===== src/hdl/decode_defs.svh =====
`ifndef DECODE_DEFS_SVH
`define DECODE_DEFS_SVH

`define XLEN    32
`define REG_IDX 5

// rv32i major opcodes
`define OPC_LOAD   7'b0000011
`define OPC_STORE  7'b0100011
`define OPC_OP_IMM 7'b0010011
`define OPC_OP     7'b0110011
`define OPC_LUI    7'b0110111
`define OPC_AUIPC  7'b0010111
`define OPC_BRANCH 7'b1100011
`define OPC_JALR   7'b1100111
`define OPC_JAL    7'b1101111

`define F3_ADD  3'b000
`define F3_SLL  3'b001
`define F3_SLT  3'b010
`define F3_SLTU 3'b011
`define F3_XOR  3'b100
`define F3_SR   3'b101
`define F3_OR   3'b110
`define F3_AND  3'b111

`define IMM_NONE 3'd0
`define IMM_I    3'd1
`define IMM_S    3'd2
`define IMM_B    3'd3
`define IMM_U    3'd4
`define IMM_J    3'd5

// where the immediate lands
`define IMM_TO_NONE 2'd0
`define IMM_TO_R2   2'd1
`define IMM_TO_R3   2'd2

`endif

===== src/hdl/decode_pkg.sv =====
`include "decode_defs.svh"

package decode_pkg;

    typedef struct packed {
        logic [6:0]          funct7;
        logic [`REG_IDX-1:0] rs2;
        logic [`REG_IDX-1:0] rs1;
        logic [2:0]          funct3;
        logic [`REG_IDX-1:0] rd;
        logic [6:0]          opcode;
    } r_fmt_t;

    typedef struct packed {
        logic [11:0]         imm_11_0;
        logic [`REG_IDX-1:0] rs1;
        logic [2:0]          funct3;
        logic [`REG_IDX-1:0] rd;
        logic [6:0]          opcode;
    } i_fmt_t;

    typedef struct packed {
        logic [6:0]          imm_11_5;
        logic [`REG_IDX-1:0] rs2;
        logic [`REG_IDX-1:0] rs1;
        logic [2:0]          funct3;
        logic [4:0]          imm_4_0;
        logic [6:0]          opcode;
    } s_fmt_t;

    // branch offset pieces scattered around rs1/rs2
    typedef struct packed {
        logic                imm_12;
        logic [5:0]          imm_10_5;
        logic [`REG_IDX-1:0] rs2;
        logic [`REG_IDX-1:0] rs1;
        logic [2:0]          funct3;
        logic [3:0]          imm_4_1;
        logic                imm_11;
        logic [6:0]          opcode;
    } b_fmt_t;

    typedef struct packed {
        logic [19:0]         imm_31_12;
        logic [`REG_IDX-1:0] rd;
        logic [6:0]          opcode;
    } u_fmt_t;

    typedef struct packed {
        logic                imm_20;
        logic [9:0]          imm_10_1;
        logic                imm_11;
        logic [7:0]          imm_19_12;
        logic [`REG_IDX-1:0] rd;
        logic [6:0]          opcode;
    } j_fmt_t;

    typedef union packed {
        r_fmt_t r;
        i_fmt_t i;
        s_fmt_t s;
        b_fmt_t b;
        u_fmt_t u;
        j_fmt_t j;
    } inst_word_t;

endpackage


===== src/hdl/uop_if.sv =====
`timescale 1ns/100ps
`include "decode_defs.svh"

interface uop_if;
    logic                ls_use, alu_use, jmp_use, ldpc_use;
    logic                r1_valid, r2_valid, r3_valid;
    logic [`REG_IDX-1:0] r1_idx, r2_idx, r3_idx, rd_idx;
    logic                is_load;
    logic [1:0]          ld_size;
    logic                ld_extend;
    logic                is_add, is_sub, is_xor, is_or, is_and;
    logic                is_slt, is_sltu, is_sll, is_srl, is_sra;
    logic                is_jalr, is_jal, jump_unsigned;
    logic                is_eq, is_neq, is_lt, is_ge;
    logic                need_pc;
    logic [2:0]          imm_fmt;
    logic [1:0]          imm_slot;
    logic [`XLEN-1:0]    imm_val;

    modport dec (
        output ls_use, alu_use, jmp_use, ldpc_use, r1_valid, r2_valid, r3_valid,
               r1_idx, r2_idx, r3_idx, rd_idx, is_load, ld_size, ld_extend,
               is_add, is_sub, is_xor, is_or, is_and, is_slt, is_sltu, is_sll, is_srl,
               is_sra, is_jalr, is_jal, jump_unsigned, is_eq, is_neq, is_lt, is_ge,
               need_pc, imm_fmt, imm_slot
    );

    modport imm (input imm_fmt, output imm_val);

    modport regs (
        input ls_use, alu_use, jmp_use, ldpc_use, r1_valid, r2_valid, r3_valid,
              r1_idx, r2_idx, r3_idx, rd_idx, is_load, ld_size, ld_extend,
              is_add, is_sub, is_xor, is_or, is_and, is_slt, is_sltu, is_sll, is_srl,
              is_sra, is_jalr, is_jal, jump_unsigned, is_eq, is_neq, is_lt, is_ge,
              need_pc, imm_slot, imm_val
    );
endinterface


===== src/hdl/decode_top.sv =====
`timescale 1ns/100ps
`include "decode_defs.svh"

module decode_top (
    input  logic                clk,
    input  logic                rst,
    input  logic                start,
    input  logic                interrupt_start,
    input  logic                prev_ready_to_send,
    input  logic                next_ready_to_rcv,
    input  logic [`XLEN-1:0]    fetch_data,
    input  logic [`XLEN-1:0]    fetch_pc,
    input  logic [`XLEN-1:0]    fetch_next_pc,
    output logic                ready_to_rcv,
    output logic                ready_to_send,
    output logic                r1_valid, r2_valid, r3_valid, rd_valid,
    output logic [`REG_IDX-1:0] r1_idx, r2_idx, r3_idx, rd_idx,
    output logic [`XLEN-1:0]    r1_val, r2_val, r3_val,
    output logic                ls_use, is_load,
    output logic [1:0]          ld_size,
    output logic                ld_extend,
    output logic                alu_use, is_add, is_sub, is_xor, is_or, is_and,
    output logic                is_slt, is_sltu, is_sll, is_srl, is_sra,
    output logic                jmp_use, is_jalr, is_jal, jump_unsigned,
    output logic                is_eq, is_neq, is_lt, is_ge,
    output logic                ldpc_use, need_pc,
    output logic [`XLEN-1:0]    pc, next_pc
);
    logic capture;

    uop_if i_uop_if ();

    pipe_ctrl i_pipe_ctrl (
        .clk                (clk),
        .rst                (rst),
        .start              (start),
        .interrupt_start    (interrupt_start),
        .prev_ready_to_send (prev_ready_to_send),
        .next_ready_to_rcv  (next_ready_to_rcv),
        .ready_to_rcv       (ready_to_rcv),
        .ready_to_send      (ready_to_send),
        .capture            (capture)
    );

    // decode and immediate are combinational off the fetch word
    uop_decoder i_uop_decoder (
        .fetch_data (fetch_data),
        .u          (i_uop_if.dec)
    );

    imm_builder i_imm_builder (
        .fetch_data (fetch_data),
        .u          (i_uop_if.imm)
    );

    // output ports share their names with the register outputs
    uop_reg i_uop_reg (
        .u       (i_uop_if.regs),
        .capture (capture),
        .*
    );

endmodule


===== src/hdl/uop_reg.sv =====
`timescale 1ns/100ps
`include "decode_defs.svh"

module uop_reg (
    input  logic                clk,
    input  logic                rst,
    input  logic                capture,
    input  logic [`XLEN-1:0]    fetch_pc,
    input  logic [`XLEN-1:0]    fetch_next_pc,
    uop_if.regs                 u,
    output logic                r1_valid, r2_valid, r3_valid, rd_valid,
    output logic [`REG_IDX-1:0] r1_idx, r2_idx, r3_idx, rd_idx,
    output logic [`XLEN-1:0]    r1_val, r2_val, r3_val,
    output logic                ls_use, is_load,
    output logic [1:0]          ld_size,
    output logic                ld_extend,
    output logic                alu_use, is_add, is_sub, is_xor, is_or, is_and,
    output logic                is_slt, is_sltu, is_sll, is_srl, is_sra,
    output logic                jmp_use, is_jalr, is_jal, jump_unsigned,
    output logic                is_eq, is_neq, is_lt, is_ge,
    output logic                ldpc_use, need_pc,
    output logic [`XLEN-1:0]    pc, next_pc
);
    // slot 1 only ever holds jal's zero base, dest is marked valid downstream
    assign r1_val   = '0;
    assign rd_valid = 1'b0;

    always_ff @(posedge clk) begin
        if (rst) begin
            {r1_valid, r2_valid, r3_valid} <= 3'b000;
            {ls_use, alu_use, jmp_use, ldpc_use} <= 4'b0000;
        end else if (capture) begin
            r1_valid <= u.r1_valid;
            r2_valid <= u.r2_valid;
            r3_valid <= u.r3_valid;
            ls_use   <= u.ls_use;
            alu_use  <= u.alu_use;
            jmp_use  <= u.jmp_use;
            ldpc_use <= u.ldpc_use;
        end
    end

    always_ff @(posedge clk) begin
        if (capture) begin
            r1_idx    <= u.r1_idx;
            r2_idx    <= u.r2_idx;
            r3_idx    <= u.r3_idx;
            rd_idx    <= u.rd_idx;
            r2_val    <= (u.imm_slot == `IMM_TO_R2) ? u.imm_val : '0;
            r3_val    <= (u.imm_slot == `IMM_TO_R3) ? u.imm_val : '0;
            is_load   <= u.is_load;
            ld_size   <= u.ld_size;
            ld_extend <= u.ld_extend;
            is_add    <= u.is_add;
            is_sub    <= u.is_sub;
            is_xor    <= u.is_xor;
            is_or     <= u.is_or;
            is_and    <= u.is_and;
            is_slt    <= u.is_slt;
            is_sltu   <= u.is_sltu;
            is_sll    <= u.is_sll;
            is_srl    <= u.is_srl;
            is_sra    <= u.is_sra;
            is_jalr   <= u.is_jalr;
            is_jal    <= u.is_jal;
            is_eq     <= u.is_eq;
            is_neq    <= u.is_neq;
            is_lt     <= u.is_lt;
            is_ge     <= u.is_ge;
            jump_unsigned <= u.jump_unsigned;
            need_pc   <= u.need_pc;
            pc        <= fetch_pc;
            next_pc   <= fetch_next_pc;
        end
    end

    assert property (@(posedge clk) disable iff (rst)
        capture |=> $onehot0({ls_use, alu_use, jmp_use, ldpc_use}));

endmodule


===== src/hdl/imm_builder.sv =====
`timescale 1ns/100ps
`include "decode_defs.svh"

module imm_builder import decode_pkg::*; (
    input  inst_word_t fetch_data,
    uop_if.imm         u
);
    i_fmt_t fi;
    s_fmt_t fs;
    b_fmt_t fb;
    u_fmt_t fu;
    j_fmt_t fj;

    assign fi = fetch_data.i;
    assign fs = fetch_data.s;
    assign fb = fetch_data.b;
    assign fu = fetch_data.u;
    assign fj = fetch_data.j;

    always_comb begin
        case (u.imm_fmt)
            `IMM_I: u.imm_val = {{20{fi.imm_11_0[11]}}, fi.imm_11_0};
            `IMM_S: u.imm_val = {{20{fs.imm_11_5[6]}}, fs.imm_11_5, fs.imm_4_0};
            // b and j offsets are halfword aligned
            `IMM_B: u.imm_val = {{19{fb.imm_12}}, fb.imm_12, fb.imm_11, fb.imm_10_5,
                                 fb.imm_4_1, 1'b0};
            `IMM_U: u.imm_val = {fu.imm_31_12, 12'b0};
            `IMM_J: u.imm_val = {{11{fj.imm_20}}, fj.imm_20, fj.imm_19_12, fj.imm_11,
                                 fj.imm_10_1, 1'b0};
            default: u.imm_val = '0;
        endcase
    end

endmodule


===== src/hdl/uop_decoder.sv =====
`timescale 1ns/100ps
`include "decode_defs.svh"

module uop_decoder import decode_pkg::*; (
    input  inst_word_t fetch_data,
    uop_if.dec         u
);
    logic [6:0]          opc;
    logic [2:0]          f3;
    logic                b30;
    logic [`REG_IDX-1:0] rs1;
    logic [`REG_IDX-1:0] rs2;
    logic [`REG_IDX-1:0] rd;
    logic                op_load, op_store, op_imm, op_reg, op_lui;
    logic                op_auipc, op_branch, op_jalr, op_jal;
    logic                cls_ls, cls_alu, cls_jmp, cls_ldpc;

    assign opc = fetch_data.r.opcode;
    assign f3  = fetch_data.r.funct3;
    assign b30 = fetch_data.r.funct7[5];
    assign rs1 = fetch_data.r.rs1;
    assign rs2 = fetch_data.r.rs2;
    assign rd  = fetch_data.r.rd;

    // full 7-bit compare also rejects low bits other than 11
    assign op_load   = opc == `OPC_LOAD;
    assign op_store  = opc == `OPC_STORE;
    assign op_imm    = opc == `OPC_OP_IMM;
    assign op_reg    = opc == `OPC_OP;
    assign op_lui    = opc == `OPC_LUI;
    assign op_auipc  = opc == `OPC_AUIPC;
    assign op_branch = opc == `OPC_BRANCH;
    assign op_jalr   = opc == `OPC_JALR;
    assign op_jal    = opc == `OPC_JAL;

    assign cls_ls   = op_load || op_store;
    assign cls_alu  = op_imm || op_reg;
    assign cls_jmp  = op_branch || op_jalr || op_jal;
    assign cls_ldpc = op_lui || op_auipc;

    assign u.ls_use   = cls_ls;
    assign u.alu_use  = cls_alu;
    assign u.jmp_use  = cls_jmp;
    assign u.ldpc_use = cls_ldpc;

    // slot routing
    assign u.r1_valid = op_jal;
    assign u.r2_valid = op_imm || cls_ldpc || op_jalr || op_jal;
    assign u.r3_valid = cls_ls || op_branch;
    assign u.r1_idx   = (cls_ls || cls_alu || op_branch || op_jalr) ? rs1 : '0;
    assign u.r2_idx   = (op_store || op_reg || op_branch) ? rs2 : '0;
    assign u.r3_idx   = '0;
    assign u.rd_idx   = (op_load || cls_alu || cls_ldpc || cls_jmp) ? rd : '0;

    assign u.is_load   = op_load;
    assign u.ld_size   = cls_ls ? f3[1:0] : 2'b00;
    assign u.ld_extend = cls_ls && f3[2];

    // bit 30 picks sub only for register-register ops
    assign u.is_add  = cls_alu && (f3 == `F3_ADD) && !(op_reg && b30);
    assign u.is_sub  = op_reg && (f3 == `F3_ADD) && b30;
    assign u.is_xor  = cls_alu && (f3 == `F3_XOR);
    assign u.is_or   = cls_alu && (f3 == `F3_OR);
    assign u.is_and  = cls_alu && (f3 == `F3_AND);
    assign u.is_slt  = cls_alu && (f3 == `F3_SLT);
    assign u.is_sltu = cls_alu && (f3 == `F3_SLTU);
    assign u.is_sll  = cls_alu && (f3 == `F3_SLL);
    assign u.is_srl  = cls_alu && (f3 == `F3_SR) && !b30;
    assign u.is_sra  = cls_alu && (f3 == `F3_SR) && b30;

    assign u.is_jalr       = op_jalr;
    assign u.is_jal        = op_jal;
    assign u.jump_unsigned = op_branch && f3[1];
    assign u.is_eq         = op_branch && (f3 == 3'b000);
    assign u.is_neq        = op_branch && (f3 == 3'b001);
    // blt/bltu and bge/bgeu
    assign u.is_lt         = op_branch && f3[2] && !f3[0];
    assign u.is_ge         = op_branch && f3[2] && f3[0];

    assign u.need_pc = op_auipc;

    always_comb begin
        u.imm_fmt = `IMM_NONE;
        if (op_load || op_imm || op_jalr) begin
            u.imm_fmt = `IMM_I;
        end else if (op_store) begin
            u.imm_fmt = `IMM_S;
        end else if (op_branch) begin
            u.imm_fmt = `IMM_B;
        end else if (cls_ldpc) begin
            u.imm_fmt = `IMM_U;
        end else if (op_jal) begin
            u.imm_fmt = `IMM_J;
        end
    end

    assign u.imm_slot = u.r3_valid ? `IMM_TO_R3 :
                        u.r2_valid ? `IMM_TO_R2 : `IMM_TO_NONE;

    always_comb begin
        assert ($onehot0({cls_ls, cls_alu, cls_jmp, cls_ldpc}));
    end

endmodule


===== src/hdl/pipe_ctrl.sv =====
`timescale 1ns/100ps

module pipe_ctrl (
    input  logic clk,
    input  logic rst,
    input  logic start,
    input  logic interrupt_start,
    input  logic prev_ready_to_send,
    input  logic next_ready_to_rcv,
    output logic ready_to_rcv,
    output logic ready_to_send,
    output logic capture
);
    localparam logic [1:0] ST_IDLE      = 2'b00;
    localparam logic [1:0] ST_WAIT_PREV = 2'b01;
    localparam logic [1:0] ST_SENDING   = 2'b10;

    logic [1:0] state;

    always_ff @(posedge clk) begin
        if (rst) begin
            state <= ST_IDLE;
        end else if (start || interrupt_start) begin
            state <= prev_ready_to_send ? ST_SENDING : ST_WAIT_PREV;
        end else begin
            case (state)
                ST_WAIT_PREV: begin
                    if (prev_ready_to_send) begin
                        state <= ST_SENDING;
                    end
                end
                ST_SENDING: begin
                    // item leaves, refill if upstream has one
                    if (next_ready_to_rcv) begin
                        state <= prev_ready_to_send ? ST_SENDING : ST_WAIT_PREV;
                    end
                end
                default: state <= state;
            endcase
        end
    end

    assign ready_to_send = (state == ST_SENDING) && next_ready_to_rcv && !interrupt_start;
    assign ready_to_rcv  = (state == ST_WAIT_PREV) || (ready_to_send && next_ready_to_rcv);
    // interrupt blocks the ready level only
    assign capture       = (state == ST_SENDING) && next_ready_to_rcv;

    assert property (@(posedge clk) disable iff (rst) state != 2'b11);

endmodule


===== config.mk =====
export PLATFORM = sky130hd
export DESIGN_NAME = decode_top
export DESIGN_NICKNAME = d
export VERILOG_FILES = /design/src/hdl/decode_pkg.sv /design/src/hdl/uop_if.sv /design/src/hdl/decode_top.sv /design/src/hdl/uop_reg.sv /design/src/hdl/imm_builder.sv /design/src/hdl/uop_decoder.sv /design/src/hdl/pipe_ctrl.sv
export VERILOG_INCLUDE_DIRS = /design/src /design/src/hdl
export SDC_FILE = /design/constraint.sdc
export NUM_CORES = 1
export LEC_CHECK = 0
export BUFFER_PORTS_ARGS = -buffer_cell sky130_fd_sc_hd__buf_2
export CORE_MARGIN = 1.5
export CORE_UTILIZATION = 42
export DETAILED_ROUTE_END_ITERATION = 16
export PLACE_DENSITY = 0.8
export REMOVE_ABC_BUFFERS = 1
export SLEW_MARGIN = 20
export SYNTH_ARGS = -nofsm -noshare
export SYNTH_HDL_FRONTEND = slang
export SYNTH_SLANG_ARGS = --single-unit

===== constraint.sdc =====
create_clock -name clk -period 5 [get_ports clk]
set_input_delay 0.75 -clock clk [delete_from_list [all_inputs] [get_ports clk]]
set_output_delay 0.75 -clock clk [all_outputs]
set_load 0.02 [all_outputs]

==> flow_metrics.py <==
metrics = {
    "outcome": {
        "outcome": "finished clean",
    },
    "clocking": {
        "cts_tree": "built",
        "clock-sinks": 174,
        "cts_buffers": 17,
        "cts.repair.resized": 0,
        "path_clk_slew_ps": 70,
        "hold_buffers": 0,
        "root_buffer": "clkbuf_16",
        "clkLatencyLatePin_ps": 420,
        "post-cts-setup-buffers": 0,
        "ctsLongestPathBuffers": 2,
        "cts_max_level": 4,
    },
    "timing": {
        "fin_skew_ps": 9.14,
        "finalHoldViolations": 0,
        "finalHoldWorstSlack_ps": 465,
        "fin_tns_setup_ps": 0,
        "finalSetupViolations": 0,
        "rsz0062_at_grt": "false",
        "worstMarginPinSlew_ps": 1020,
        "post-route-period-util_pct": 53.1,
        "layout_setup_ws_ps": 2350,
        "max_freq_mhz": 377,
        "fin_crit_ps": 2650,
        "slew_headroom_pct": 31.9,
        "drv_slew": 0,
    },
    "pwr": {
        "leakagePower_nw": 3.24,
        "p_per_area_nw_per_um2": 388,
        "p_total_mw": 3.41,
        "irDropWorstVdd_uv": 212,
    },
    "finish": {
        "fin_util_pct": 55.7,
        "drive_gt1_share_pct": 42.3,
        "fin_nets": 835,
        "synthToLayoutAreaGrowth_pct": 30.6,
        "final_cell_area_um2": 8780,
        "fill_cells": 1386,
        "final_cells": 961,
    },
    "global_route": {
        "grt_max_degree": 96,
        "antenna_found_initial": 1,
        "grt_util_all_layers_pct": 18.5,
        "grt_overflow": 0,
        "grt_pass1_vias": 4053,
        "grt_pass1_wl_mm": 22.7,
    },
    "worst_hold_path": {
        "hp-start": "i_uop_reg.r1_valid",
        "worstHoldPathCells": 2,
        "hold_class": "reg2reg",
        "hold_end": "i_uop_reg.r1_valid",
    },
    "critical_path": {
        "r2r_end": "i_uop_reg.is_neq",
        "crit_path_end_kind": "output port",
        "arrival_ps": 1900,
        "start_kind": "flip-flop",
        "worstPathMaxFanout": 11,
        "reg2regPathDepth": 5,
        "regToRegSetupSlack_ps": 2610,
        "crit_required_ps": 4250,
        "rr_startpoint": "i_pipe_ctrl.state[0]",
        "crit_type": "reg2out",
    },
    "synthesis": {
        "synth.area.top_cells": "edfxtp_1 74%, buf_4 4.2%, dfxtp_1 2.7%",
        "synth_most_common_cell": "edfxtp_1",
        "netlist.area_leader.share_pct": 73.7,
        "postSynthCellCount": 456,
        "synth_edf_count": 165,
        "synth_flop_cell": "edfxtp_1",
        "synthTopCellsByCount": "165 x edfxtp_1, 45 x nor2_1, 40 x nand2_1",
        "ys_async_sr_fraction_pct": 0,
        "yosys_warnings": 0,
        "synth_top_area_cell": "edfxtp_1",
        "synthesis.area_um2": 6730,
        "synth.yosys.seq_area_share_pct": 76.4,
        "synth_seq_cells": 174,
        "ys_types": 43,
        "syn_area_per_cell_um2": 14.7,
    },
    "placement": {
        "gp_congestion": 0.817,
        "io_buffers": 275,
        "dp_hpwl_mm": 11.5,
        "place_area_um2": 8150,
        "placedCellCount": 928,
        "pre_cts_ws_ps": 2240,
    },
    "floorplan": {
        "die_h_um": 130,
        "ioPinCount": 314,
        "die-width_um": 130,
        "placeableCoreArea_um2": 15800,
        "start_util_pct": 42.6,
        "die_area_um2": 16800,
        "rows": 46,
    },
    "routing": {
        "drc_errors": 0,
        "vias_per_cell": 4.77,
        "vias": 4586,
        "wirelength_mm": 16.1,
        "drt_iter0_drc": 326,
        "wl_per_cell_um": 16.8,
        "final_antenna_net_count": 0,
        "drt-pass1-iter-count": 5,
    },
    "job": {
        "drv_cap": 0,
    },
}
==> layout make-up <==
class | count | area, um^2 | share of cell area (%)
Sequential cell | 174 | 5130 | 58.5
Clock inverter | 15 | 205 | 2.34
Inverter | 9 | 38.8 | 0.442
Multi-Input combinational cell | 252 | 1300 | 14.8
Tap cell | 216 | 270 | 3.08
Antenna cell | 1 | 2.50 | 0.0285
Timing Repair Buffer | 277 | 1400 | 16.0
Clock buffer | 17 | 425 | 4.84
==> cells by family after synthesis <==
group           count (synthesis)  synth area share, %
flops                         174                 76.4
simple gates                  156                 11.8
other cells                     1               0.0558
fa+ha+maj                       2                0.372
compound gates                 56                 5.00
buf+inv                        67                 6.42
==> report_power, final <==
| part | leakage [nW] | switching, mW | total, mW | internal, mW |
|---|---|---|---|---|
| registers | 1.47 | 0.0169 | 1.68 | 1.67 |
| logic | 1.47 | 0.226 | 0.314 | 0.0875 |
| clock network | 0.305 | 0.563 | 1.41 | 0.846 |
==> routing by layer <==
layer | part of all wire [%] | vias up | global-route usage (%) | wire [um]
met5 | 0 | - | 0 | 0
met4 | 2.2 | 0 | 7.84 | 360
met3 | 8.7 | 26 | 4.83 | 1410
met2 | 52 | 269 | 31.6 | 8360
met1 | 37 | 2153 | 22.3 | 6010
li1 | - | 2138 | - | -
==> registers in the layout, indices dropped and copies added, names as in the netlist, 5 cells and up <==
name               count
i_uop_reg.r2_val      32
i_uop_reg.pc          32
i_uop_reg.next_pc     32
i_uop_reg.rd_idx       5
i_uop_reg.r3_val      32
i_uop_reg.r1_idx       5
i_uop_reg.r2_idx       5
==> how the worst max path moves through the flow <==
stage	from	to	slack [ps]	depth (start not counted)
after CTS	i_pipe_ctrl.state[0]	ready_to_rcv	2340	6
final	i_pipe_ctrl.state[0]	ready_to_rcv	2350	6
after detailed placement	fetch_data[2]	i_uop_reg.r3_val[6]	2240	4
after global routing	i_pipe_ctrl.state[0]	ready_to_rcv	2240	6
after floorplan	next_ready_to_rcv	i_uop_reg.is_add	270	2
after global placement	fetch_data[2]	i_uop_reg.r3_val[9]	2330	4
==> critical path, stage by stage (launching register included) <==
cell and delay, ps:
dfxtp_1 330, inv_1 50, ha_1 220, nand2_1 340
nor2_1 100, or2_2 280, buf_2 160
==> layout by cell type, fill, tap and decap left out, types with 3 or more instances in the layout <==
cell,instances
buf_2,275
edfxtp_1,165
nor2_1,45
nand2_1,40
conb_1,38
a21oi_1,34
and2_1,27
clkbuf_16,17
dfxtp_1,9
inv_1,8
nor3_1,6
and3_1,6
a22oi_1,6
inv_6,5
nor4_1,5
nand2b_1,4
bufinv_16,4
or2_2,3
a21o_1,3
clkinv_1,3
No activity file was read; power rests on OpenSTA's default activity.
